--- src/bpu_defs.svh ---
// BPU configuration macros for address, BTB entry and branch history widths
`ifndef BPU_DEFS_SVH
`define BPU_DEFS_SVH

// ****************************************
// Address and BTB geometry
// ****************************************
`define BPU_VALEN      32                    // Virtual address width
`define BPU_SET_BITS   7                     // Set index width
`define BPU_SETS       (1 << `BPU_SET_BITS)  // 128 sets per way
`define BPU_TAG_BITS   24                    // PC[31:8]
`define BPU_TGT_BITS   16                    // PC[16:1] kept per entry
`define BPU_OFS_BITS   10                    // Halfwords from block start

// ****************************************
// Way choice and direction history
// ****************************************
`define BPU_LFSR_BITS  5
`define BPU_LFSR_SEED  5'd1
`define BPU_HIST_BITS  8                     // BHR and BHT index width

`endif
--- src/bpu_pkg.sv ---
// BPU shared types for the BTB entry, update request, lookup result and set hash
`include "bpu_defs.svh"

package bpu_pkg;

    typedef struct packed {
        logic                     valid;
        logic [`BPU_TAG_BITS-1:0] tag;         // PC[31:8]
        logic [`BPU_TGT_BITS-1:0] target_lo;   // Target PC[16:1]
        logic [`BPU_OFS_BITS-1:0] blk_offset;
        logic                     ucond;
    } btb_entry_t;

    typedef struct packed {
        logic [`BPU_VALEN-1:0]    start_pc;
        logic [`BPU_VALEN-1:0]    target_pc;
        logic [`BPU_OFS_BITS-1:0] blk_offset;
        logic                     ucond;
        logic                     alloc;       // Way from LFSR
        logic                     way;         // Way when not alloc
    } btb_update_t;

    typedef struct packed {
        logic                     hit;
        logic                     way;
        logic                     taken;
        logic                     ucond;
        logic [`BPU_VALEN-1:0]    start_pc;
        logic [`BPU_VALEN-1:0]    target;
        logic [`BPU_VALEN-1:0]    fall_thru_pc;
        logic [`BPU_OFS_BITS-1:0] offset;
        logic [1:0]               pred_cnt;
    } bpu_pred_t;

    // GF(2) fold of PC[14:1] down to a set index
    function automatic logic [`BPU_SET_BITS-1:0] btb_set_hash(input logic [13:0] pc);
        logic [`BPU_SET_BITS-1:0] idx;
        idx[6] = pc[6] ^ pc[9] ^ pc[10] ^ pc[11] ^ pc[12] ^ pc[13];
        idx[5] = pc[5] ^ pc[8] ^ pc[9] ^ pc[10] ^ pc[11] ^ pc[12] ^ pc[13];
        idx[4] = pc[4] ^ pc[7] ^ pc[8] ^ pc[9] ^ pc[10] ^ pc[11] ^ pc[12] ^ pc[13];
        idx[3] = pc[3] ^ pc[7] ^ pc[8] ^ pc[13];
        idx[2] = pc[2] ^ pc[7] ^ pc[9] ^ pc[10] ^ pc[11];
        idx[1] = pc[1] ^ pc[8] ^ pc[11] ^ pc[12] ^ pc[13];
        idx[0] = pc[0] ^ pc[7] ^ pc[10] ^ pc[11] ^ pc[12] ^ pc[13];
        return idx;
    endfunction

endpackage

--- src/bpu_ghist.sv ---
// Gshare history with the branch history register and BHT read address
`timescale 1ns/1ps
`include "bpu_defs.svh"

module bpu_ghist
    import bpu_pkg::*;
(
    input  logic                      core_clk,
    input  logic                      core_reset_n,
    input  logic                      rd_valid,
    input  logic                      rd_ready,
    input  logic [`BPU_VALEN-1:0]     rd_pc,
    input  logic                      cond_hit,
    input  logic                      cond_taken,
    output logic [`BPU_HIST_BITS-1:0] bht_rd_addr
);

    logic [`BPU_HIST_BITS-1:0] bhr;
    logic [`BPU_HIST_BITS-1:0] bhr_next;

    // ****************************************
    // Branch history register
    // ****************************************
    assign bhr_next = cond_hit ? {cond_taken, bhr[`BPU_HIST_BITS-1:1]} : bhr;

    always_ff @(posedge core_clk or negedge core_reset_n) begin
        if (!core_reset_n) begin
            bhr <= '0;
        end else begin
            bhr <= bhr_next;                 // Shifts on an acked cond hit
        end
    end

    // ****************************************
    // BHT index
    // ****************************************
    // A lookup right behind a conditional hit already sees that outcome
    assign bht_rd_addr = (rd_valid & rd_ready) ? (rd_pc[`BPU_HIST_BITS:1] ^ bhr_next)
                                               : '0;

endmodule

--- config.mk ---
export PLATFORM = sky130hd
export DESIGN_NAME = bpu_ghist
export DESIGN_NICKNAME = d
export VERILOG_FILES = /design/src/bpu_pkg.sv /design/src/bpu_ghist.sv
export VERILOG_INCLUDE_DIRS = /design/src
export SDC_FILE = /design/constraint.sdc
export NUM_CORES = 1
export LEC_CHECK = 0
export ABC_CLOCK_PERIOD_IN_PS = 1100
export BUFFER_PORTS_ARGS = -buffer_cell sky130_fd_sc_hd__buf_2
export CAP_MARGIN = 20
export CORE_MARGIN = 2
export CORE_UTILIZATION = 39
export CTS_CLUSTER_SIZE = 8
export DETAILED_ROUTE_END_ITERATION = 7
export HOLD_SLACK_MARGIN = 0.1
export PLACE_DENSITY = 0.82
export SETUP_SLACK_MARGIN = 0.2
export SLEW_MARGIN = 20
export SYNTH_ARGS = -nofsm -noshare
export SYNTH_HDL_FRONTEND = slang
export SYNTH_SLANG_ARGS = --single-unit
export TNS_END_PERCENT = 30
--- constraint.sdc ---
create_clock -name core_clk -period 1.1 [get_ports core_clk]
set_input_delay 0.055 -clock core_clk [delete_from_list [all_inputs] [get_ports core_clk]]
set_output_delay 0.055 -clock core_clk [all_outputs]
set_load 0.05 [all_outputs]
== After elaboration in Yosys (flattened, before gate mapping) ==
Index checks and enable logic that the tools add are counted.

* Register bits: 8
* Input port bits: 38
* Output and inout bits: 8
* Word-level logic and storage cells: 5

* Mux-type cells: 2
* Bitwise operators: 2

{| class="wikitable"
|+ Operators with widths
! operator !! count
|-
| 8-bit 2-to-1 mux || 2
|-
| 8-bit bitwise XOR || 1
|-
| 1-bit AND || 1
|}

== Logic depth before layout (Yosys ltp) ==
Gate-level depths: netlist of the first run.

* Depth after elaboration: 3
* Mapped depth: 4
* Depth with buffers taken out: 2

== Worst setup path after synthesis of the first run ==
Ideal clock, no wire load.

* Path type: register to output
* Start point: register bhr[1]
* End point: output port bht_rd_addr[1]
* Arrival: 1.425 ns
* Data required time: 1.045 ns
* Path slack: -0.380 ns
* Stages on the path, launching flop included: 3
* Buffers on the path: 0
* Cell sequence: dfrtp_1 > mux2_4 > mux2i_1

* Cells in the longest elaborated chain, start to end: 3

{| class="wikitable"
|+ Ends and longest elaborated chain
! item !! RTL line !! text
|-
| start: declaration || bpu_ghist.sv:18 || <nowiki>logic [`BPU_HIST_BITS-1:0] bhr;</nowiki>
|-
| start signal: assignment || bpu_ghist.sv:30 || <nowiki>bhr <= bhr_next;</nowiki>
|-
| 8-bit 2-to-1 mux || bpu_ghist.sv:24 || <nowiki>assign bhr_next = cond_hit ? {cond_taken, bhr[`BPU_HIST_BITS-1:1]} : bhr;</nowiki>
|-
| via bhr_next[1] || bpu_ghist.sv:19 || <nowiki>logic [`BPU_HIST_BITS-1:0] bhr_next;</nowiki>
|-
| 8-bit bitwise XOR || bpu_ghist.sv:38 || <nowiki>assign bht_rd_addr = (rd_valid & rd_ready) ? (rd_pc[`BPU_HIST_BITS:1] ^ bhr_next)</nowiki>
|-
| 8-bit 2-to-1 mux || bpu_ghist.sv:38 ||
|-
| end: declaration || bpu_ghist.sv:15 || <nowiki>output logic [`BPU_HIST_BITS-1:0] bht_rd_addr</nowiki>
|}

The timed path passes the listed nets, and every way through them passes these cells.

== Final worst setup path of the first run ==
* Start point: register bhr[3]
* End point: output port bht_rd_addr[3]

The elaborated chain is that of the path after synthesis.

==> results of run 1 <==
worst min-delay path by stage:
stage,to,from,cells past startpoint
2_1_floorplan,bhr[0],core_reset_n,0
3_3_place_gp,bhr[7],core_reset_n,1
3_5_place_dp,bhr[7],core_reset_n,1
6_report,bhr[7],cond_taken,2
4_1_cts,bhr[7],cond_taken,2
5_1_grt,bhr[7],cond_taken,2
what timing repair did:
action | CTS | global route
setup endpoints to repair | 8 | 8
hold endpoints to repair | 9 | 1
resized for setup | 16 | 0
gates cloned | 0 | 0
power by group through the flow:
| stage | logic [mW] | clock network [mW] | registers, mW |
|---|---|---|---|
| after floorplan | 0.469 | 0 | 0.405 |
| after global placement | 0.535 | 0 | 0.409 |
| after detailed placement | 0.539 | 0 | 0.416 |
| after CTS | 0.589 | 0.224 | 0.409 |
| after global routing | 0.616 | 0.238 | 0.420 |
| final | 0.583 | 0.213 | 0.408 |
cell type report:
cell class	instances	area, sq um
well taps	15	18.8
clock buffers	3	22.5
repair buffers	22	165
multi-input cells	32	400
flip-flops and latches	8	200
fillers	98	478
layer usage:
metal | wire length (um) | vias up
li1 | - | 207
met1 | 456 | 182
met2 | 437 | 18
met3 | 57 | 3
met4 | 21 | 0
met5 | 0 | -
kinds of logic after synthesis:
logic type	Yosys count
AND/OR/NAND/NOR	16
multiplexers	16
buffers and inverters	5
flip-flops	8
Yosys cell counts (all sizes together):
cell    number  area (sq um)
nand3b       8          60.1
nand3        8          40.0
buf          3          21.3
dfrtp        8           200
mux2i        8          80.1
clkbuf       2          10.0
mux2         8           120
per-stage QoR:
stage	power [mW]	util, %	TNS, ns	setup slack (ns)	hold WS [ns]
after global routing	1.27	62.8	-2.09	-0.278	0.0897
final	1.20	62.8	-1.71	-0.222	0.0853
after detailed placement	0.955	56.4	-0.272	-0.0459	-0.101
after floorplan	0.874	-	0	0.0157	-0.241
after CTS	1.22	62.8	-1.80	-0.236	0.0791
after global placement	0.944	56.4	-0.200	-0.0305	-0.104
==> results.yml, run 1 <==
outcome:
  run_status: "finished with violations"
  violations_in_the_final_reports: "negative setup slack"
worst_setup_path:
  rr_endpoint: "bhr[3]"
  critical_path_cell_count: 3
  timing.critical_path.cells: "mux2_4, mux2i_4, buf_6"
  worst-path-buf-inv: 1
  reg2regPathDepth: 1
  timing.critical_path.arrival_ns: 1.27
  cp-start-kind: "register"
  critical_path.endpoint: "bht_rd_addr[3]"
  worstReg2RegStart: "bhr[3]"
  rrSetupSlack_ns: 0.30
  worst_path_largest_cell_delay_ns: 0.37
  critPathTopFamily: "multiplexers"
  critPathMaxFanout: 2
  required_ns: 1.04
  timing.critical_path.slowest_stage_cell: "sky130_fd_sc_hd__dfrtp_1"
  crit_start: "bhr[3]"
  end_kind: "primary output"
  worstSetupPathType: "reg -> out"
drt:
  num_vias: 410
  drt_iter0_markers: 5
  postRouteWirelength_um: 973
  ant_nets: 0
  detailedRoute.firstPassIterationCount: 3
  avgRoutedWirePerCell_um: 12.2
  route.detailed.drc: 0
  viasPerCell: 5.13
die:
  fp.dieArea_sq_mm: 0.00167
  coreArea_sq_mm: 0.00128
  die_width_um: 40.9
  start_util_pct: 41.4
  die_h_um: 40.9
  floorplan.io_pins: 46
  row_count: 13
clocking:
  clk_root_buffer_cell: "sky130_fd_sc_hd__clkbuf_4"
  cts-root-to-sink-buffers: 2
  numClockSinks: 8
  worst_skew_pair.late_latency_ns: 0.25
  clock_transition_at_the_register_clock_pins_on_the_worst_setup_and_hold_paths_after_cts_ns: 0.05
  cts_max_level: 1
  hold_buffers: 1
  cts_tree: "yes"
  postCtsSetupRepairBufs: 0
  cts_inserted_buffers: 3
place:
  portBuffers: 21
  place.gp.congestion: 0.619
  dp.cells: 76
  placedInstanceArea_sq_um: 724
synth:
  post_synthesis_sequential_element_count: 8
  synth_cells: 45
  main_combinational_cell_family_by_area_after_synthesis: "multiplexers"
  synth-xor-area-share_pct: 0
  compound_cell_area_share_of_the_yosys_netlist_pct: 0
  synth_area_sq_um: 532
  synthesis.yosys.warnings: 0
  synth_cell_type_count: 8
  synthAdderAreaFrac_pct: 0
  synth_fp_nets: 83
  seq_area_frac_synth_pct: 37.6
  basic_gate_share_of_the_synthesized_area_counting_and_or_nand_and_nor_cells_pct: 18.8
  synthMuxAreaShare_pct: 37.6
  avgSynthCellArea_sq_um: 11.8
pwr:
  clockPowerShare_pct: 17.7
  vdd.ir_drop.worst_uv: 671
  power.sequential.fraction_pct: 33.9
  p_int_mw: 0.801
  power_density_mw_per_mm2: 1490
  static-leakage-power_nw: 0.344
  power_switching_mw: 0.404
  combPwrFrac_pct: 48.4
  switching_part_of_the_total_power_pct: 33.5
cells_and_area:
  num-nets-final: 105
  largest_register_ffs: 8
  layout_top_registers: "bhr: 8 flops"
  area_growth_syn_to_layout_pct: 51.8
  drive_above_1_share_pct: 61.5
  antenna_cells: 0
  max_flop_register: "bhr"
  final-instance-count-excl-fill: 80
  layout_commonest_cell: "sky130_fd_sc_hd__buf_2"
  postLayoutCellArea_sq_um: 807
worst_hold_path:
  min_path_type: "in -> reg"
grt:
  global_route.usage.met3_pct: 3.26
  grt_start_max_net_pins: 17
  grtUsageMet2_pct: 16.0
  use_met1_pct: 18.8
  aggregate_global_route_resource_usage_pct: 13.3
  grt_busiest_layer: "met1"
  globalRoute.totalOverflow: 0
  antenna_found_initial: 0
  number_of_global_route_vias_before_repair: 328
  global_route_wire_length_before_repair_um: 1360
sta:
  achievable-frequency_mhz: 756
  layout_setup_ws_ns: -0.222
  final-setup-viol-count: 8
  worst_clock_skew_ns: 0.00110
  rsz_0062_raised_after_global_routing: "yes"
  final_period_minus_worst_setup_slack_ns: 1.32
  final_slew_violations: 0
  max_slew_margin_pct: 83.0
  timing_worst_slew_pin_value_ns: 0.255
  post-route-period-util_pct: 120
  hold_violations: 0
job:
  maxCapViolations: 0
Power figures use the tool's default switching activity.
==> run 2, diff against run 1 <==
--- a/config.mk
+++ b/config.mk
@@ -6,15 +6,17 @@
 export SDC_FILE = /design/constraint.sdc
 export NUM_CORES = 1
 export LEC_CHECK = 0
+export ABC_AREA = 1
 export ABC_CLOCK_PERIOD_IN_PS = 1100
 export BUFFER_PORTS_ARGS = -buffer_cell sky130_fd_sc_hd__buf_2
 export CAP_MARGIN = 20
 export CORE_MARGIN = 2
-export CORE_UTILIZATION = 39
+export CORE_UTILIZATION = 43
 export CTS_CLUSTER_SIZE = 8
 export DETAILED_ROUTE_END_ITERATION = 7
 export HOLD_SLACK_MARGIN = 0.1
-export PLACE_DENSITY = 0.82
+export PLACE_DENSITY = 0.83
+export REMOVE_ABC_BUFFERS = 1
 export SETUP_SLACK_MARGIN = 0.2
 export SLEW_MARGIN = 20
 export SYNTH_ARGS = -nofsm -noshare
==> results.yml, run 2 <==
sta:
  post-route-period-util_pct: 113
  final_period_minus_worst_setup_slack_ns: 1.24
  rsz_0062_raised_after_global_routing: "yes"
  setup-tns-final_ns: -0.973
  final_slew_violations: 0
  final-setup-viol-count: 8
  achievable-frequency_mhz: 803
  worst_hold_slack_ns: 0.119
  worst_clock_skew_ns: 0.000904
  layout_setup_ws_ns: -0.145
  timing_worst_slew_pin_value_ns: 0.285
  hold_violations: 0
  max_slew_margin_pct: 81.0
place:
  dp.cells: 146
  place.gp.congestion: 0.716
  post-dp-hpwl_um: 963
  portBuffers: 21
  pre_cts_ws_ns: 0.0506
synth:
  synth_cell_type_count: 11
  synth_top_area_share_pct: 30.7
  netlist_top_cells_area: "sky130_fd_sc_hd__dfrtp_1, sky130_fd_sc_hd__nand2_1, sky130_fd_sc_hd__inv_1, sky130_fd_sc_hd__nor2_1, sky130_fd_sc_hd__nand3_1"
  synthesis.yosys.warnings: 0
  avgSynthCellArea_sq_um: 5.87
  synthFlopType: "sky130_fd_sc_hd__dfrtp_1"
  async_reset_ff_share_pct: 100
  synth_cells: 111
  synth_area_sq_um: 652
  post_synthesis_sequential_element_count: 8
  synth_top_cell_by_area: "sky130_fd_sc_hd__dfrtp_1"
  synth_edf_count: 0
  yosys-top-cells-count: "sky130_fd_sc_hd__nand2_1, sky130_fd_sc_hd__inv_1, sky130_fd_sc_hd__nor2_1"
  yosysMostFrequentCell: "sky130_fd_sc_hd__nand2_1"
  seq_area_frac_synth_pct: 30.7
worst_setup_path:
  critPathTopFamily: "flip-flops"
  crit_start: "bhr[2]"
  timing.critical_path.slowest_stage_cell: "sky130_fd_sc_hd__dfrtp_1"
  worstSetupPathType: "reg -> out"
  worst_path_largest_cell_delay_ns: 0.38
  cp_common_cell: "sky130_fd_sc_hd__nand2_1"
  worstReg2RegStart: "bhr[5]"
  cp-start-kind: "register"
  end_kind: "primary output"
  worst-path-buf-inv: 2
  required_ns: 1.04
  timing.critical_path.arrival_ns: 1.19
  critPathMaxFanout: 3
  timing.critical_path.cells: "buf_4, nand2_1, nand3_1, nand2_1, nor2_2, buf_6"
clocking:
  cts_tree: "yes"
  numClockSinks: 8
  cts_inserted_buffers: 3
  clk_root_buffer_cell: "sky130_fd_sc_hd__clkbuf_4"
  worst_skew_pair.late_latency_ns: 0.25
  cts-root-to-sink-buffers: 2
  clock_transition_at_the_register_clock_pins_on_the_worst_setup_and_hold_paths_after_cts_ns: 0.06
  cts_max_level: 1
drt:
  num_vias: 681
  viasPerCell: 4.42
  ant_nets: 0
  detailedRoute.firstPassIterationCount: 4
  avgRoutedWirePerCell_um: 8.79
  drt_iter0_markers: 8
  postRouteWirelength_um: 1350
  route.detailed.drc: 0
cells_and_area:
  drive_above_1_share_pct: 36.2
  post-route-util_pct: 60.9
  filler_cell_count: 145
  layout_commonest_cell: "sky130_fd_sc_hd__nand2_1"
  multiInputGateArea_sq_um: 319
  largest_register_ffs: 8
  max_flop_register: "bhr"
  num-nets-final: 178
  area_growth_syn_to_layout_pct: 35.9
  final-instance-count-excl-fill: 154
  ff_latch_area_sq_um: 200
  final_cell_mix: "sky130_fd_sc_hd__nand2_1, sky130_fd_sc_hd__inv_1, sky130_fd_sc_hd__buf_2"
  layout_top_registers: "bhr: 8 flops"
  antenna_cells: 0
worst_hold_path:
  hold_start: "cond_taken"
  min_path_type: "in -> reg"
die:
  coreArea_sq_mm: 0.00145
  die_width_um: 42.9
  floorplan.io_pins: 46
  start_util_pct: 44.8
  fp.dieArea_sq_mm: 0.00184
  die_h_um: 42.9
  row_count: 14
grt:
  global_route.usage.met3_pct: 2.55
  grt_start_max_net_pins: 18
  use_met1_pct: 18.8
  grtUsageMet2_pct: 28.8
  grt_busiest_layer: "met2"
  aggregate_global_route_resource_usage_pct: 16.2
  globalRoute.totalOverflow: 0
  global_route_wire_length_before_repair_um: 2310
  antenna_found_initial: 0
  number_of_global_route_vias_before_repair: 594
job:
  maxCapViolations: 0
outcome:
  run_status: "finished with violations"
  violations_in_the_final_reports: "negative setup slack"
pwr:
  vdd.ir_drop.worst_uv: 734
  power_density_mw_per_mm2: 1110
  static-leakage-power_nw: 0.541
[run 2: logic make-up after synthesis]
kind of cell,Yosys count,synth area share (%)
DFF,8,30.7
buffers and inverters,30,23.8
and+or+nand+nor,73,45.5
[run 2: routing by layer]
metal | routed length, um | share of wire (%)
met1 | 587 | 43
met2 | 699 | 52
met3 | 55 | 4.1
met4 | 12 | 0.89
met5 | 0 | 0
[run 2: power breakdown]
group | switching, mW | total, mW | internal [mW]
Clock | 0.106 | 0.231 | 0.125
Combinational | 0.233 | 0.389 | 0.157
Sequential | 0.0311 | 0.365 | 0.334
[run 2: worst register-to-register path, delay by kind of cell (launching register included)]
family	cells	cell delay (ns)
and+or+nand+nor	2	0.14
DFF	1	0.39
buffers and inverters	3	0.21
[run 2: stage by stage]
stage / instance area, sq um / total power, mW
6_report: 886 / 0.985
5_1_grt: 886 / 1.05
4_1_cts: 845 / 0.944
3_5_place_dp: 751 / 0.678
3_3_place_gp: 751 / 0.668
2_1_floorplan: 606 / 0.586
[run 2: final timing paths]
kind	endpoint	slack [ns]	cells after the start
setup reg to reg	bhr[5]	0.27	5
setup / recovery	bht_rd_addr[1]	-0.14	6
hold reg to reg	bhr[6]	0.58	4
max in group asynchronous	bhr[2]	0.76	2
min in group asynchronous	bhr[5]	0.17	2
hold / removal	bhr[7]	0.12	5
[run 2: timing repair]
item / CTS / global route
setup endpoints to repair: 8 / 9
gates resized for setup: 20 / 11
hold endpoints to repair: 8 / 0
hold buffers: 1 / 0
setup buffers: 1 / 3
pin swaps: 12 / 9
[run 2: area by class of cell]
cell class              count  share of cell area [%]
inverters                  27                    12.3
multi-input cells          73                    36.0
well taps                  16                    2.26
flip-flops and latches      8                    22.6
repair buffers             27                    24.3
clock buffers               3                    2.54
==> run 3, diff against run 2 <==
--- a/config.mk
+++ b/config.mk
@@ -7,15 +7,17 @@
 export NUM_CORES = 1
 export LEC_CHECK = 0
 export ABC_AREA = 1
-export ABC_CLOCK_PERIOD_IN_PS = 1100
+export ABC_CLOCK_PERIOD_IN_PS = 1300
 export BUFFER_PORTS_ARGS = -buffer_cell sky130_fd_sc_hd__buf_2
-export CAP_MARGIN = 20
+export CELL_PAD_IN_SITES_DETAIL_PLACEMENT = 1
+export CELL_PAD_IN_SITES_GLOBAL_PLACEMENT = 1
+export CORE_ASPECT_RATIO = 0.75
 export CORE_MARGIN = 2
-export CORE_UTILIZATION = 43
+export CORE_UTILIZATION = 24
 export CTS_CLUSTER_SIZE = 8
 export DETAILED_ROUTE_END_ITERATION = 7
 export HOLD_SLACK_MARGIN = 0.1
-export PLACE_DENSITY = 0.83
+export PLACE_DENSITY_LB_ADDON = 0.1
 export REMOVE_ABC_BUFFERS = 1
 export SETUP_SLACK_MARGIN = 0.2
 export SLEW_MARGIN = 20
==> constraint.sdc (replaced) <==
create_clock -name core_clk -period 1.3 [get_ports core_clk]
set_input_delay 0.065 -clock core_clk [delete_from_list [all_inputs] [get_ports core_clk]]
set_output_delay 0.065 -clock core_clk [all_outputs]
set_load 0.05 [all_outputs]
==> results.yml, run 3 (same netlist as run 2, synthesis figures left out) <==
outcome:
  run_status: "finished clean"
drt:
  avgRoutedWirePerCell_um: 10.1
  num_vias: 714
  drt_iter0_markers: 18
  viasPerCell: 4.06
  ant_nets: 0
  detailedRoute.firstPassIterationCount: 4
  postRouteWirelength_um: 1780
  route.detailed.drc: 0
sta:
  final_period_minus_worst_setup_slack_ns: 1.28
  achievable-frequency_mhz: 779
  post-route-period-util_pct: 98.7
  rsz_0062_raised_after_global_routing: "yes"
  timing_worst_slew_pin_value_ns: 0.417
  hold_violations: 0
  max_slew_margin_pct: 72.2
  setup-tns-final_ns: 0
  worst_clock_skew_ns: 0.00669
  final_slew_violations: 0
  final-setup-viol-count: 0
grt:
  antenna_found_initial: 0
  number_of_global_route_vias_before_repair: 706
  grt_start_max_net_pins: 18
  globalRoute.totalOverflow: 0
  global_route_wire_length_before_repair_um: 3150
  aggregate_global_route_resource_usage_pct: 12.8
worst_setup_path:
  worstSetupPathType: "reg -> out"
  timing.critical_path.slowest_stage_cell: "sky130_fd_sc_hd__dfrtp_1"
  reg2regPathDepth: 9
  end_kind: "primary output"
  cp_common_cell: "sky130_fd_sc_hd__nor2_1"
  timing.critical_path.arrival_ns: 1.22
  cp-start-kind: "register"
  required_ns: 1.24
  timing.critical_path.cells: "inv_1, nand2_1, nand2_2, nor2_1, nor2_1, buf_6"
  worst_path_largest_cell_delay_ns: 0.40
  critPathMaxFanout: 3
place:
  placedInstanceArea_sq_um: 756
  post-dp-hpwl_um: 1230
  portBuffers: 21
  place.gp.congestion: 0.670
die:
  floorplan.io_pins: 46
  coreArea_sq_mm: 0.00260
  fp.dieArea_sq_mm: 0.00315
  die_h_um: 49.1
  die_width_um: 64.2
  start_util_pct: 25.0
  row_count: 16
cells_and_area:
  final_cell_mix: "sky130_fd_sc_hd__nand2_1, sky130_fd_sc_hd__inv_1, sky130_fd_sc_hd__buf_2"
  largest_register_ffs: 8
  num-nets-final: 180
  drive_above_1_share_pct: 42.1
  area_growth_syn_to_layout_pct: 42.8
  layout_commonest_cell: "sky130_fd_sc_hd__nand2_1"
  max_flop_register: "bhr"
  layout_top_registers: "bhr: 8 flops"
  antenna_cells: 0
  postLayoutCellArea_sq_um: 931
pwr:
  vdd.ir_drop.worst_uv: 332
  combPwrFrac_pct: 40.8
  power.sequential.fraction_pct: 35.6
  totalPowerFinal_mw: 0.878
  power_switching_mw: 0.341
  power_density_mw_per_mm2: 943
  static-leakage-power_nw: 0.549
  clockPowerShare_pct: 23.6
  switching_part_of_the_total_power_pct: 38.9
  p_int_mw: 0.537
clocking:
  cts_max_level: 1
  worst_skew_pair.late_latency_ns: 0.26
  clk_root_buffer_cell: "sky130_fd_sc_hd__clkbuf_4"
  cts_inserted_buffers: 3
  numClockSinks: 8
  cts-root-to-sink-buffers: 2
  cts_tree: "yes"
  clock_transition_at_the_register_clock_pins_on_the_worst_setup_and_hold_paths_after_cts_ns: 0.07
job:
  maxCapViolations: 0
worst_hold_path:
  min_path_type: "in -> reg"
  whs_path_depth: 5
run 3: changes by cell type in the layout (fill, tap and decap cells not counted), sizes merged:
cell | previous run | this run
buf | 26 | 28
run 3: per-layer routing:
metal  track usage, %  share of wire [%]
met1             16.8                 49
met2             20.3                 47
met3             2.08                3.2
met4             6.38               0.84
met5                0                  0
run 3: stage by stage:
| step | instances | hold slack [ns] | util [%] | worst slack [ns] |
|---|---|---|---|---|
| after global routing | 176 | 0.170 | 35.8 | -0.0763 |
| after detailed placement | 165 | -0.0696 | 29.0 | 0.181 |
| final | 176 | 0.135 | 35.8 | 0.0170 |
| after floorplan | 108 | -0.231 | - | -0.0204 |
| after CTS | 173 | 0.139 | 33.2 | 0.000730 |
| after global placement | 165 | -0.0737 | 29.0 | 0.188 |
run 3: worst max-delay path, delay by kind of cell, from the launching register on:
kind                   cells  cell delay, ns
buffers and inverters      2            0.25
and+or+nand+nor            4            0.31
DFF                        1            0.40
run 3: what timing repair did:
item | 4_1_cts | 5_1_grt
endpoints found under the hold margin | 8 | 0
hold buffers | 1 | 0
resized for setup | 16 | 22
pin swaps | 8 | 13
buffers inserted | 4 | 3
setup endpoints to repair | 8 | 9
run 3: layout make-up:
class | count | area (sq um)
clock buffer | 3 | 22.5
fill | 360 | 1670
multi-input combinational | 73 | 337
sequential | 8 | 200
tap | 36 | 45.0
inverter | 27 | 109
timing repair buffer | 29 | 218
run 3: final timing paths:
kind                              start              to  slack, ns
max in group asynchronous  core_reset_n          bhr[4]       0.92
setup reg to reg                 bhr[3]          bhr[2]       0.04
min in group asynchronous  core_reset_n          bhr[1]       0.19
hold reg to reg                  bhr[4]          bhr[3]       0.61
setup / recovery                 bhr[5]  bht_rd_addr[4]       0.02
hold / removal               cond_taken          bhr[7]       0.13
run 3: power by group through the flow:
stage	clock (mW)	sequential (mW)	combinational, mW
2_1_floorplan	0	0.305	0.191
3_3_place_gp	0	0.312	0.260
3_5_place_dp	0	0.313	0.265
4_1_cts	0.211	0.309	0.316
5_1_grt	0.232	0.317	0.403
6_report	0.207	0.312	0.359
