<file path="config.mk">
export PLATFORM = sky130hd
export DESIGN_NAME = btb_lookup
export DESIGN_NICKNAME = d
export VERILOG_FILES = /design/src/bpu_pkg.sv /design/src/btb_lookup.sv
export VERILOG_INCLUDE_DIRS = /design/src
export SDC_FILE = /design/constraint.sdc
export NUM_CORES = 1
export LEC_CHECK = 0
export ABC_AREA = 1
export BUFFER_PORTS_ARGS = -buffer_cell sky130_fd_sc_hd__buf_2
export CORE_ASPECT_RATIO = 0.75
export CORE_MARGIN = 2
export CORE_UTILIZATION = 47
export DETAILED_ROUTE_END_ITERATION = 10
export PLACE_DENSITY = 0.85
export SLEW_MARGIN = 25
export SYNTH_ARGS = -nofsm -noshare
export SYNTH_HDL_FRONTEND = slang
export SYNTH_SLANG_ARGS = --single-unit
</file>
<file path="constraint.sdc">
create_clock -name core_clk -period 3.53 [get_ports core_clk]
set_input_delay 0.353 -clock core_clk [delete_from_list [all_inputs] [get_ports core_clk]]
set_output_delay 0.353 -clock core_clk [all_outputs]
set_load 0.02 [all_outputs]
</file>
<file path="src/bpu_defs.svh">
// BPU configuration macros for address, BTB entry and branch history widths
`ifndef BPU_DEFS_SVH
`define BPU_DEFS_SVH

// ****************************************
// Address and BTB geometry
// ****************************************
`define BPU_VALEN      32                    // Virtual address width
`define BPU_SET_BITS   7                     // Set index width
`define BPU_SETS       (1 << `BPU_SET_BITS)  // 128 sets per way
`define BPU_TAG_BITS   24                    // PC[31:8]
`define BPU_TGT_BITS   16                    // PC[16:1] kept per entry
`define BPU_OFS_BITS   10                    // Halfwords from block start

// ****************************************
// Way choice and direction history
// ****************************************
`define BPU_LFSR_BITS  5
`define BPU_LFSR_SEED  5'd1
`define BPU_HIST_BITS  8                     // BHR and BHT index width

`endif
</file>
<file path="src/bpu_pkg.sv">
// BPU shared types for the BTB entry, update request, lookup result and set hash
`include "bpu_defs.svh"

package bpu_pkg;

    typedef struct packed {
        logic                     valid;
        logic [`BPU_TAG_BITS-1:0] tag;         // PC[31:8]
        logic [`BPU_TGT_BITS-1:0] target_lo;   // Target PC[16:1]
        logic [`BPU_OFS_BITS-1:0] blk_offset;
        logic                     ucond;
    } btb_entry_t;

    typedef struct packed {
        logic [`BPU_VALEN-1:0]    start_pc;
        logic [`BPU_VALEN-1:0]    target_pc;
        logic [`BPU_OFS_BITS-1:0] blk_offset;
        logic                     ucond;
        logic                     alloc;       // Way from LFSR
        logic                     way;         // Way when not alloc
    } btb_update_t;

    typedef struct packed {
        logic                     hit;
        logic                     way;
        logic                     taken;
        logic                     ucond;
        logic [`BPU_VALEN-1:0]    start_pc;
        logic [`BPU_VALEN-1:0]    target;
        logic [`BPU_VALEN-1:0]    fall_thru_pc;
        logic [`BPU_OFS_BITS-1:0] offset;
        logic [1:0]               pred_cnt;
    } bpu_pred_t;

    // GF(2) fold of PC[14:1] down to a set index
    function automatic logic [`BPU_SET_BITS-1:0] btb_set_hash(input logic [13:0] pc);
        logic [`BPU_SET_BITS-1:0] idx;
        idx[6] = pc[6] ^ pc[9] ^ pc[10] ^ pc[11] ^ pc[12] ^ pc[13];
        idx[5] = pc[5] ^ pc[8] ^ pc[9] ^ pc[10] ^ pc[11] ^ pc[12] ^ pc[13];
        idx[4] = pc[4] ^ pc[7] ^ pc[8] ^ pc[9] ^ pc[10] ^ pc[11] ^ pc[12] ^ pc[13];
        idx[3] = pc[3] ^ pc[7] ^ pc[8] ^ pc[13];
        idx[2] = pc[2] ^ pc[7] ^ pc[9] ^ pc[10] ^ pc[11];
        idx[1] = pc[1] ^ pc[8] ^ pc[11] ^ pc[12] ^ pc[13];
        idx[0] = pc[0] ^ pc[7] ^ pc[10] ^ pc[11] ^ pc[12] ^ pc[13];
        return idx;
    endfunction

endpackage

</file>
<file path="src/btb_lookup.sv">
// BTB lookup with tag compare, way select and prediction formation
`timescale 1ns/1ps
`include "bpu_defs.svh"

module btb_lookup
    import bpu_pkg::*;
(
    input  logic                     core_clk,
    input  logic                     core_reset_n,
    input  logic                     rd_valid,
    input  logic [`BPU_VALEN-1:0]    rd_pc,
    output logic                     rd_ready,
    input  logic                     wr_busy,
    input  logic                     init_done,
    output logic                     rd_en,
    output logic [`BPU_SET_BITS-1:0] rd_idx,
    input  btb_entry_t               rd_entry0,
    input  btb_entry_t               rd_entry1,
    input  logic [1:0]               bht_rdata,
    output logic                     rd_ack,
    output bpu_pred_t                pred,
    output logic                     cond_hit,
    output logic                     cond_taken
);

    logic                     accept;
    logic                     ack_q;
    logic [`BPU_VALEN-1:0]    pc_q;
    logic [`BPU_TAG_BITS-1:0] pc_tag;
    logic                     match0;
    logic                     match1;
    logic                     hit;
    btb_entry_t               sel;
    logic [`BPU_OFS_BITS-1:0] offset;

    // ****************************************
    // Accept and array read
    // ****************************************
    assign rd_ready = init_done & ~wr_busy;   // Blocked in the write cycle
    assign accept   = rd_valid & rd_ready;
    assign rd_en    = accept;
    assign rd_idx   = btb_set_hash(rd_pc[14:1]);

    always_ff @(posedge core_clk or negedge core_reset_n) begin
        if (!core_reset_n) begin
            ack_q <= 1'b0;
            pc_q  <= '0;
        end else begin
            ack_q <= accept;
            if (accept) begin
                pc_q <= rd_pc;
            end
        end
    end

    // ****************************************
    // Compare stage
    // ****************************************
    assign pc_tag = pc_q[`BPU_VALEN-1:`BPU_VALEN-`BPU_TAG_BITS];
    assign match0 = ack_q & rd_entry0.valid & (rd_entry0.tag == pc_tag);
    assign match1 = ack_q & rd_entry1.valid & (rd_entry1.tag == pc_tag);
    assign hit    = match0 | match1;
    assign sel    = match0 ? rd_entry0 : rd_entry1;   // Way 0 wins a double match
    assign offset = hit ? sel.blk_offset : '0;

    assign rd_ack            = ack_q;
    assign pred.hit          = hit;
    assign pred.way          = match1 & ~match0;
    assign pred.ucond        = hit & sel.ucond;
    assign pred.taken        = hit & (sel.ucond | bht_rdata[1]);
    assign pred.start_pc     = pc_q;
    assign pred.offset       = offset;
    assign pred.pred_cnt     = hit ? bht_rdata : 2'b00;

    // Upper target bits come from the fetch PC
    assign pred.target       = hit ? {pc_q[`BPU_VALEN-1:`BPU_TGT_BITS+1], sel.target_lo, 1'b0}
                                   : pc_q;
    assign pred.fall_thru_pc = pc_q + {{(`BPU_VALEN-`BPU_OFS_BITS-1){1'b0}}, offset, 1'b0};

    // History update for conditional branches only
    assign cond_hit   = hit & ~sel.ucond;
    assign cond_taken = bht_rdata[1];

    // Swept ways never return unknown entries
    a_known_match: assert property (@(posedge core_clk) disable iff (!core_reset_n)
        rd_ack |-> !$isunknown({match0, match1}));

endmodule

</file>
After elaboration in Yosys (flattened, before gate mapping)
Index checks and enable logic that the tools add are counted.
{"block": "word_totals", "ff_bits": 33, "elab_cells": 58, "in_bits": 143, "output_inout_bits": 124}
{"block": "classes", "muxes": 4, "addsub": 1, "n_eq_ne": 2, "n_bitwise": 49}
{"operator": "$eq 24x24->1", "n": 2}
{"operator": "$xor 1x1->1", "n": 34}
{"operator": "$add 32x11->32", "n": 1}
{"operator": "$mux 27", "n": 1}
{"operator": "$mux 17", "n": 1}
{"operator": "$and 1x1->1", "n": 10}
{"operator": "$mux 10", "n": 1}
{"operator": "$not 1->1", "n": 3}
{"operator": "$mux 2", "n": 1}
{"operator": "$or 1x1->1", "n": 2}

Depth between registers and ports, before layout
Gate-level depths: netlist of the first run.
{"block": "logic_depth", "depth_word": 7, "ltp_mapped": 25}

Worst setup path after synthesis of the first run
OpenSTA, ideal clock, no wires.
{"block": "synth_path", "kind": "register to output", "start": "reg pc_q[13]", "end": "out pred[43] (netlist name)", "stages_incl_launch_ff": 24, "t_arrival_ns": 3.287, "path_slack_ns": -0.110, "path_cell_list": "dfrtp_1 -> buf_4 -> inv_2 -> nand2_1 -> nand2_1 -> inv_1 -> nand2_1 -> nor2_1 -> nand2_1 -> nor2_1 -> nand2_1 -> clkbuf_1 -> nand3_1 -> nand2_1 -> ha_1 -> fa_1 -> nand2_1 -> nand2_1 -> o21ai_1 -> o21ai_0 -> nand2_1 -> nand2_1 -> nand2_1 -> xor2_1"}
{"element": "start: declaration", "line": "btb_lookup.sv:28", "source": "logic [`BPU_VALEN-1:0] pc_q;"}
{"element": "start signal: assignment", "line": "btb_lookup.sv:51", "source": "pc_q <= rd_pc;"}
{"element": "end: declaration", "line": "btb_lookup.sv:21", "source": "output bpu_pred_t pred,"}

==> flow_metrics.env, run 1 <==
export IMPL_synth_top_area_cell="nand2_1"
export IMPL_io_pins=267
export IMPL_cts_sinks=33
export IMPL_synth_compound_area_share=0.05615
export IMPL_hold_viol=0
export IMPL_slowest_stage="dfrtp_1"
export IMPL_worstPathRequired_ns=3.18
export IMPL_ant_nets=0
export IMPL_ff2ff_setup_slack_ns=2.41
export IMPL_drive_above_1_share=0.4525
export IMPL_p_sw_frac=0.4888
export IMPL_hpwlAfterDp_mm=17.72
export IMPL_combinationalPowerShare=0.615
export IMPL_p_leak_nw=4.627
export IMPL_end_kind="output port"
export IMPL_setup_ws_ns=-0.1920
export IMPL_syn_nets=1019
export IMPL_initial_utilization=0.4805
export IMPL_fin_tns_setup_ns=-2.103
export IMPL_drt_iter0_drc=700
export IMPL_synthAdderAreaFrac=0.02947
export IMPL_drc_errors=0
export IMPL_grt_pass1_vias=6141
export IMPL_min_period_ns=3.722
export IMPL_clkLatencyLatePin_ns=0.28
export IMPL_synth_warnings=0
export IMPL_synth_top_cells_by_count="nand2_1 (344), inv_1 (123), nand3_1 (59)"
export IMPL_intPower_mw=1.359
export IMPL_critPathArrivalTime_ns=3.37
export IMPL_synth_top_family_by_area="simple AND/OR/NAND/NOR gates"
export IMPL_synthSimpleGateAreaFrac=0.4827
export IMPL_ys_flop_type="dfrtp_1"
export IMPL_power_density_nw_per_um2=344.0
export IMPL_power_frac_seq=0.209
export IMPL_seq_area_frac_synth=0.1677
export IMPL_synth_area_leaders="nand2_1 (26%), dfrtp_1 (17%), inv_1 (9.4%)"
export IMPL_vdd_ir_drop_max_uv=237.9
export IMPL_synthArstFlopShare=1.000
export IMPL_rows=32
export IMPL_synth_mux_area_frac=0
export IMPL_ys_types=41
export IMPL_dr_pass1_iters=6
export IMPL_status="finished, violations left"
export IMPL_clock_path_buffers=2
export IMPL_dieHeight_um=92.65
export IMPL_skew_ns=0
export IMPL_cpLargestDelayFamily="simple AND/OR/NAND/NOR gates"
export IMPL_core_um2=10250
export IMPL_n_antenna_cell=0
export IMPL_reg2regPathDepth=3
export IMPL_syn_area_um2=4925
export IMPL_fin_total_pwr_mw=2.658
export IMPL_critPathBufInv=4
export IMPL_crit_chain="inv_1 > nand2_1 > nand2_1 > nand2_1 > nor2_1 > nand2_1 > nor2_2 > nand2_2 > nand3_2 > nand2_2 > ha_4 > fa_2 > nand2_1 > nand2_1 > o21ai_2 > buf_4 > inv_2 > nand2_1 > nand2_1 > nand3_1 > nand2_1 > xor2_1 > buf_4"
export IMPL_yosys_area_top_type_share=0.2622
export IMPL_synth_edf_count=0
export IMPL_cts_tree="yes"
export IMPL_cts_root_buf="clkbuf_16"
export IMPL_hold_buffers=0
export IMPL_cp_max_fo=4
export IMPL_crit_type="flop to output port"
export IMPL_viasPerCell=5.337
export IMPL_routed_wl_mm=23.57
export IMPL_grt_pass1_wl_mm=32.37
export IMPL_rsz0062_at_grt="true"
export IMPL_hold_path_class="primary input to asynchronous set/reset pin"
export IMPL_die_w_um=122.2
export IMPL_clk_pin_slew_ns=0.06
export IMPL_avgSynthCellArea_um2=5.693
export IMPL_cap_viol_max_count=0
export IMPL_numCtsBuffers=5
export IMPL_fp_dieArea_um2=11320
export IMPL_gp_congestion=1.061
export IMPL_fin_crit_sh=1.054
export IMPL_htreeDepth=2
export IMPL_clock_fmax_ghz=0.2687
export IMPL_clkPwrFrac=0.176
export IMPL_synth_seq_cells=33
export IMPL_synth_xor_area_share=0.09782
export IMPL_cp_common_cell="nand2_1"
export IMPL_synthToLayoutAreaGrowth_pct=56.91
export IMPL_netlist_instances=865
export IMPL_synth_most_common_cell="nand2_1"
export IMPL_nNetsFinal=1342
export IMPL_rr_startpoint="pc_q[12]"
export IMPL_relSlewSlack=0.4558
export IMPL_slowest_delay_ns=0.43
export IMPL_worstMarginPinSlew_ns=0.8163
export IMPL_finalMaxSlewViolations=0
export IMPL_grt_max_degree=35
export IMPL_antenna_found_initial=0
export IMPL_wire_per_inst_um=17.79
export IMPL_setup_violations=19
export IMPL_portBuffers=266
export IMPL_r2r_end="pc_q[12]"
export IMPL_start_kind="flop"
export IMPL_vias=7071
export IMPL_overflow=0
export IMPL_power_switching_mw=1.299
export IMPL_violations="setup timing"
export IMPL_track_usage=0.3749
-- cell families (layout without fill, tap and decap cells) --
kind of cell / count (synthesis) / count (layout)
compound gates: 52 / 52
xor+xnor: 55 / 55
fa+ha+maj: 11 / 11
buf+inv: 184 / 508
flops: 33 / 33
simple gates: 530 / 530
-- power groups by stage --
| stage | logic (mW) | registers [mW] | clock network, mW |
|---|---|---|---|
| after global routing | 1.73 | 0.561 | 0.482 |
| after global placement | 1.42 | 0.537 | 0 |
| after detailed placement | 1.42 | 0.540 | 0 |
| after CTS | 1.49 | 0.543 | 0.463 |
| after floorplan | 0.765 | 0.600 | 0 |
| final | 1.63 | 0.557 | 0.467 |
-- worst max path at each step --
| stage | to | startpoint | slack [ns] | depth (start not counted) |
|---|---|---|---|---|
| floorplan | pred[26] | pc_q[12] | 0.02 | 16 |
| global placement | pred[39] | rd_entry0[31] | -0.0006 | 21 |
| detailed placement | pred[43] | rd_entry0[31] | -0.03 | 20 |
| CTS | pred[29] | pc_q[8] | -0.03 | 23 |
| global route | pred[23] | pc_q[23] | -0.27 | 23 |
| finish | pred[23] | pc_q[30] | -0.19 | 23 |
-- through the flow --
stage          setup slack (ns)  cell area, um^2    util  std cells  hold WS, ns
3_5_place_dp           -0.03263             6690  0.6527       1294       0.4923
3_3_place_gp         -0.0005769             6690  0.6527       1294       0.4899
2_1_floorplan           0.01789             4952       -        865      0.05741
4_1_cts                -0.03182             7206  0.7030       1314       0.1895
6_report                -0.1920             7727  0.7539       1325       0.1591
5_1_grt                 -0.2667             7727  0.7539       1325       0.2406
-- sequential cells by signal, indices dropped and copies added (netlist names) --
signal  count
pc_q       32
rd_ack      1
-- final cells by class --
cell class	count	area, um^2
inverter	141	539.3
clock buffer	6	138.9
fill	865	2522
clock inverter	2	13.76
tap	136	170.2
multi-input combinational	648	3849
timing repair buffer	359	2177
sequential	33	839.6
-- cell usage in the layout, fill, tap and decap left out, types with 11 or more instances in the layout --
cell / instances
nor3_1: 12
dfrtp_1: 22
nor2_1: 37
dfrtp_2: 11
inv_2: 20
nor2_2: 11
nand2_1: 294
buf_2: 243
nand2_2: 50
inv_1: 116
buf_4: 92
nand3b_1: 19
xor2_1: 28
nand3_1: 49
xnor2_1: 20
o21ai_0: 28
buf_6: 24
nand3_2: 18
-- repair_timing --
item / CTS / global route
resized for setup: 72 / 128
setup buffers: 13 / 11
gates cloned: 0 / 0
pin swaps: 25 / 50
setup endpoints to repair: 21 / 27
-- metal layers --
| metal | routed length, um | part of all wire | global-route usage | vias up |
|---|---|---|---|---|
| met5 | 0 | 0 | 0 | - |
| met4 | 926 | 0.039 | 0.09195 | 0 |
| met3 | 2924 | 0.12 | 0.07389 | 95 |
| met2 | 10160 | 0.43 | 0.5731 | 544 |
| met1 | 9550 | 0.41 | 0.5392 | 3161 |
| li1 | - | - | - | 3271 |
(Power assumes the default switching activity.)
==> run 2: changes to the inputs <==
Settings changed: CORE_UTILIZATION 47 to 42, PLACE_DENSITY 0.85 to 0.79.
Clock period 3.53 ns to 3.28 ns, I/O delays scaled along.
==> flow_metrics.env, run 2 (same netlist as run 1, synthesis figures left out) <==
export IMPL_drive_above_1_share=0.4952
export IMPL_clock_fmax_ghz=0.2779
export IMPL_p_leak_nw=4.967
export IMPL_dp_cells=1366
export IMPL_hold_path_class="primary input to asynchronous set/reset pin"
export IMPL_nNetsFinal=1393
export IMPL_cts_sinks=33
export IMPL_utilization=0.7256
export IMPL_grt_pass1_vias=6662
export IMPL_drt_iter0_drc=820
export IMPL_end_kind="output port"
export IMPL_core_um2=11530
export IMPL_relSlewSlack=0.4279
export IMPL_overflow=0
export IMPL_setup_ws_ns=-0.3188
export IMPL_initial_utilization=0.4272
export IMPL_fillerInstances=924
export IMPL_antenna_found_initial=0
export IMPL_htreeDepth=2
export IMPL_die_w_um=129.0
export IMPL_ant_nets=0
export IMPL_vias=7342
export IMPL_wire_per_inst_um=17.48
export IMPL_drc_errors=0
export IMPL_gp_congestion=1.007
export IMPL_crit_type="flop to output port"
export IMPL_hold_buffers=0
export IMPL_grt_max_degree=36
export IMPL_io_pins=267
export IMPL_violations="setup timing"
export IMPL_routed_wl_mm=24.51
export IMPL_cp_max_fo=5
export IMPL_largest_reg_flops=32
export IMPL_seq_area_um2=845.8
export IMPL_viasPerCell=5.237
export IMPL_final_common_cell="nand2_1"
export IMPL_status="finished, violations left"
export IMPL_track_usage=0.3503
export IMPL_clkLatencyLatePin_ns=0.28
export IMPL_hold_viol=0
export IMPL_power_density_nw_per_um2=368.7
export IMPL_cap_viol_max_count=0
export IMPL_fin_tns_setup_ns=-5.509
export IMPL_worstMarginPinSlew_ns=0.8582
export IMPL_cts_tree="yes"
export IMPL_worstPathRequired_ns=2.95
export IMPL_portBuffers=266
export IMPL_largest_register="pc_q"
export IMPL_dieHeight_um=97.78
export IMPL_hpwlAfterDp_mm=18.06
export IMPL_clock_path_buffers=2
export IMPL_vdd_ir_drop_max_uv=245.6
export IMPL_layout_common_cells="nand2_1 (283), buf_2 (240), buf_4 (141)"
export IMPL_synthToLayoutAreaGrowth_pct=69.87
export IMPL_finalMaxSlewViolations=0
export IMPL_min_period_ns=3.599
export IMPL_clk_pin_slew_ns=0.06
export IMPL_rows=34
export IMPL_start_kind="flop"
export IMPL_critPathArrivalTime_ns=3.27
export IMPL_grt_pass1_wl_mm=34.13
export IMPL_fin_total_pwr_mw=3.085
export IMPL_numCtsBuffers=5
export IMPL_multi_input_area_um2=4010
export IMPL_fin_crit_sh=1.097
export IMPL_dr_pass1_iters=5
export IMPL_n_antenna_cell=0
export IMPL_skew_ns=0
export IMPL_rsz0062_at_grt="true"
export IMPL_pre_cts_slack_ns=-0.2537
export IMPL_stdcell_count=1402
export IMPL_fp_dieArea_um2=12620
export IMPL_setup_violations=26
export IMPL_cts_root_buf="clkbuf_16"
## run 2: critical path, stage by stage, from the launching register on
cell and delay [ns]:
dfrtp_2 0.38, inv_2 0.07, nand2_1 0.12, nand2_1 0.08, inv_1 0.06, nand2_1 0.05, nor2_2 0.14, nand2_1 0.09
nor2_2 0.13, nand2_4 0.11, buf_6 0.16, nand3_2 0.07, nand2_2 0.08, ha_4 0.34, nand2_4 0.09, nor3_4 0.22
nand2_2 0.12, a21oi_2 0.18, buf_6 0.16, nand2_2 0.06, nand2_2 0.05, nand2_2 0.07, buf_6 0.14
## run 2: through the flow
step	hold WS, ns	cell area (um^2)
floorplan	0.03241	5012
global placement	0.4713	7132
detailed placement	0.4712	7132
CTS	0.1697	7871
global route	0.1973	8366
finish	0.1487	8366
## run 2: routing by layer
layer | wire [um] | GRT usage | up-vias
li1 | - | - | 3362
met1 | 9731 | 0.4900 | 3315
met2 | 10610 | 0.5470 | 568
met3 | 3231 | 0.06959 | 97
met4 | 940 | 0.1045 | 0
met5 | 0 | 0 | -
## run 2: area by class of cell
type | instances | share of cell area
inverter | 141 | 0.06446
clock inverter | 2 | 0.004188
tap | 162 | 0.02423
sequential | 33 | 0.1011
timing repair buffer | 410 | 0.3112
multi-input combinational | 648 | 0.4794
clock buffer | 6 | 0.01541
## run 2: path summary, 6_finish.rpt
check / from / end / slack (ns) / cells after the start
worst max register to register: pc_q[12] / pc_q[12] / 2.10 / 3
min in group core_clk: rd_pc[22] / pc_q[22] / 0.24 / 3
worst max-delay path: pc_q[13] / pred[31] / -0.32 / 22
max in group asynchronous: core_reset_n / pc_q[13] / 2.53 / 1
worst min register to register: pc_q[10] / pc_q[10] / 0.64 / 2
worst min-delay path: core_reset_n / pc_q[25] / 0.15 / 1
## run 2: power by group
part           internal, mW  leakage [nW]  switching [mW]
clock                 0.358        0.0808           0.192
combinational         0.798          4.50            1.14
sequential            0.479         0.390           0.121
total                  1.63          4.97            1.45
## run 2: repair_timing
action,4_1_cts,5_1_grt
endpoints found under the setup margin,27,28
resized for setup,124,107
pin swaps,42,55
buffers inserted,15,15
==> run 3: changes to the inputs <==
Settings changed: ABC_AREA 1 to 0, CORE_UTILIZATION 42 to 37, PLACE_DENSITY 0.79 to 0.78.
==> flow_metrics.env, run 3 <==
export IMPL_status="finished, violations left"
export IMPL_violations="setup timing"
export IMPL_netlist_instances=475
export IMPL_antenna_found_initial=0
export IMPL_syn_area_um2=3563
export IMPL_rsz0062_at_grt="true"
export IMPL_hold_buffers=0
export IMPL_end_kind="output port"
export IMPL_wire_per_inst_um=17.82
export IMPL_cts_root_buf="clkbuf_16"
export IMPL_worstPathRequired_ns=2.95
export IMPL_cts_tree="yes"
export IMPL_synthToLayoutAreaGrowth_pct=74.16
export IMPL_start_kind="flop"
export IMPL_fin_tns_setup_ns=-21.47
export IMPL_seq_area_frac_synth=0.2317
export IMPL_viasPerCell=4.961
export IMPL_final_common_cell="buf_2"
export IMPL_utilization=0.6748
export IMPL_grt_pass1_vias=4424
export IMPL_cp_max_fo=10
export IMPL_fin_total_pwr_mw=2.451
export IMPL_synth_warnings=0
export IMPL_fin_crit_sh=1.281
export IMPL_nNetsFinal=937
export IMPL_synth_edf_count=0
export IMPL_syn_nets=629
export IMPL_synth_top_cells_by_count="nand2_1 (141), xnor2_1 (74), dfrtp_1 (33)"
export IMPL_dp_cells=889
export IMPL_worstMarginPinSlew_ns=0.9038
export IMPL_finalMaxSlewViolations=0
export IMPL_drc_errors=0
export IMPL_numCtsBuffers=5
export IMPL_portBuffers=266
export IMPL_crit_type="flop to output port"
export IMPL_finalInstanceArea_um2=6206
export IMPL_clock_path_buffers=2
export IMPL_track_usage=0.3004
export IMPL_critPathArrivalTime_ns=3.87
export IMPL_cap_viol_max_count=0
export IMPL_ys_flop_type="dfrtp_1"
export IMPL_hold_viol=0
export IMPL_gp_congestion=0.9101
export IMPL_initial_utilization=0.3875
export IMPL_io_pins=267
export IMPL_htreeDepth=2
export IMPL_drive_above_1_share=0.5625
export IMPL_dieHeight_um=88.99
export IMPL_ys_types=40
export IMPL_fp_dieArea_um2=10440
export IMPL_ant_nets=0
export IMPL_skew_ns=0
export IMPL_hold_path_class="primary input to asynchronous set/reset pin"
export IMPL_yosys_area_top_type_share=0.2317
export IMPL_largest_register="pc_q"
export IMPL_die_w_um=117.3
export IMPL_grt_max_degree=35
export IMPL_hpwlAfterDp_mm=13.42
export IMPL_drt_iter0_drc=208
export IMPL_grt_pass1_wl_mm=24.03
export IMPL_dr_pass1_iters=4
export IMPL_largest_reg_flops=32
export IMPL_synth_seq_cells=33
export IMPL_relSlewSlack=0.3937
export IMPL_p_leak_nw=3.290
export IMPL_synth_area_leaders="dfrtp_1 (23%), xnor2_1 (18%), nand2_1 (15%)"
export IMPL_clock_fmax_ghz=0.2380
export IMPL_clk_pin_slew_ns=0.05
export IMPL_power_density_nw_per_um2=394.9
export IMPL_rows=30
export IMPL_ff2ff_setup_slack_ns=2.31
export IMPL_setup_ws_ns=-0.9216
export IMPL_synthArstFlopShare=1.000
export IMPL_clkLatencyLatePin_ns=0.27
export IMPL_cts_sinks=33
export IMPL_min_period_ns=4.202
export IMPL_routed_wl_mm=16.27
export IMPL_core_um2=9196
export IMPL_synth_top_area_cell="dfrtp_1"
export IMPL_avgSynthCellArea_um2=7.502
export IMPL_overflow=0
export IMPL_synth_most_common_cell="nand2_1"
export IMPL_vdd_ir_drop_max_uv=394.2
export IMPL_stdcell_count=913
export IMPL_layout_common_cells="buf_2 (238), nand2_1 (139), buf_4 (104)"
export IMPL_vias=4529
export IMPL_dpl_cell_area_um2=5704
export IMPL_setup_violations=28
==> run 3: stage by stage <==
stage	hold WS, ns	setup WS [ns]
4_1_cts	0.1333	-0.8365
3_5_place_dp	0.4268	-0.6208
3_3_place_gp	0.4223	-0.6099
5_1_grt	0.1671	-1.067
6_report	0.1141	-0.9216
2_1_floorplan	0.03241	-0.7515
==> run 3: worst max-delay path, stage by stage, from the launching register on <==
cell	delay, ns
dfrtp_2	0.44
buf_12	0.15
xor2_1	0.13
nor3_1	0.42
and4_4	0.38
buf_12	0.17
o21ai_4	0.09
fa_2	0.41
a21oi_2	0.17
o211ai_1	0.10
o2111a_1	0.16
o41a_1	0.41
buf_6	0.16
nand4_1	0.11
xnor2_2	0.13
buf_4	0.16
==> run 3: path summary, 6_finish.rpt <==
kind | startpoint | to | depth (start not counted)
worst max-delay path | pc_q[12] | pred[43] | 15
worst max register to register | pc_q[17] | pc_q[17] | 4
max in group asynchronous | core_reset_n | pc_q[25] | 1
min in group core_clk | rd_pc[18] | pc_q[18] | 3
worst min register to register | pc_q[0] | pc_q[0] | 2
worst min-delay path | core_reset_n | pc_q[3] | 1
==> run 3: area by class of cell <==
class / instances / area [um^2]
multi-input cells: 381 / 2875
clock buffers: 7 / 152.6
diodes: 1 / 2.502
well taps: 128 / 160.2
flip-flops and latches: 33 / 838.3
clock inverters: 1 / 5.005
fillers: 810 / 2990
repair buffers: 354 / 2142
inverters: 8 / 30.03
==> run 3: cell families after synthesis <==
group	synth area share
AO/OA/AOI/OAI	0.1057
XOR/XNOR	0.2335
adder cells (fa/ha/maj)	0.04073
buffers and inverters	0.09831
flip-flops	0.2317
multiplexers	0.04775
AND/OR/NAND/NOR	0.2423
==> run 3: repair_timing <==
item	CTS	global route
buffers inserted	11	3
resized for setup	43	14
pin swaps	12	11
cloned	1	0
hold endpoints to repair	0	0
endpoints found under the setup margin	30	30
==> run 3: per-layer routing <==
layer / track usage / vias up / share of wire
met5: 0 / - / 0
met2: 0.5045 / 207 / 0.47
met3: 0.05740 / 23 / 0.086
met1: 0.4008 / 2135 / 0.42
li1: - / 2164 / -
met4: 0.08981 / 0 / 0.019
==> run 3: power by group <==
group	internal [mW]	leakage [nW]	switching [mW]	total, mW
sequential	0.475	0.401	0.0961	0.571
combinational	0.617	2.81	0.776	1.39
clock	0.321	0.0799	0.166	0.486
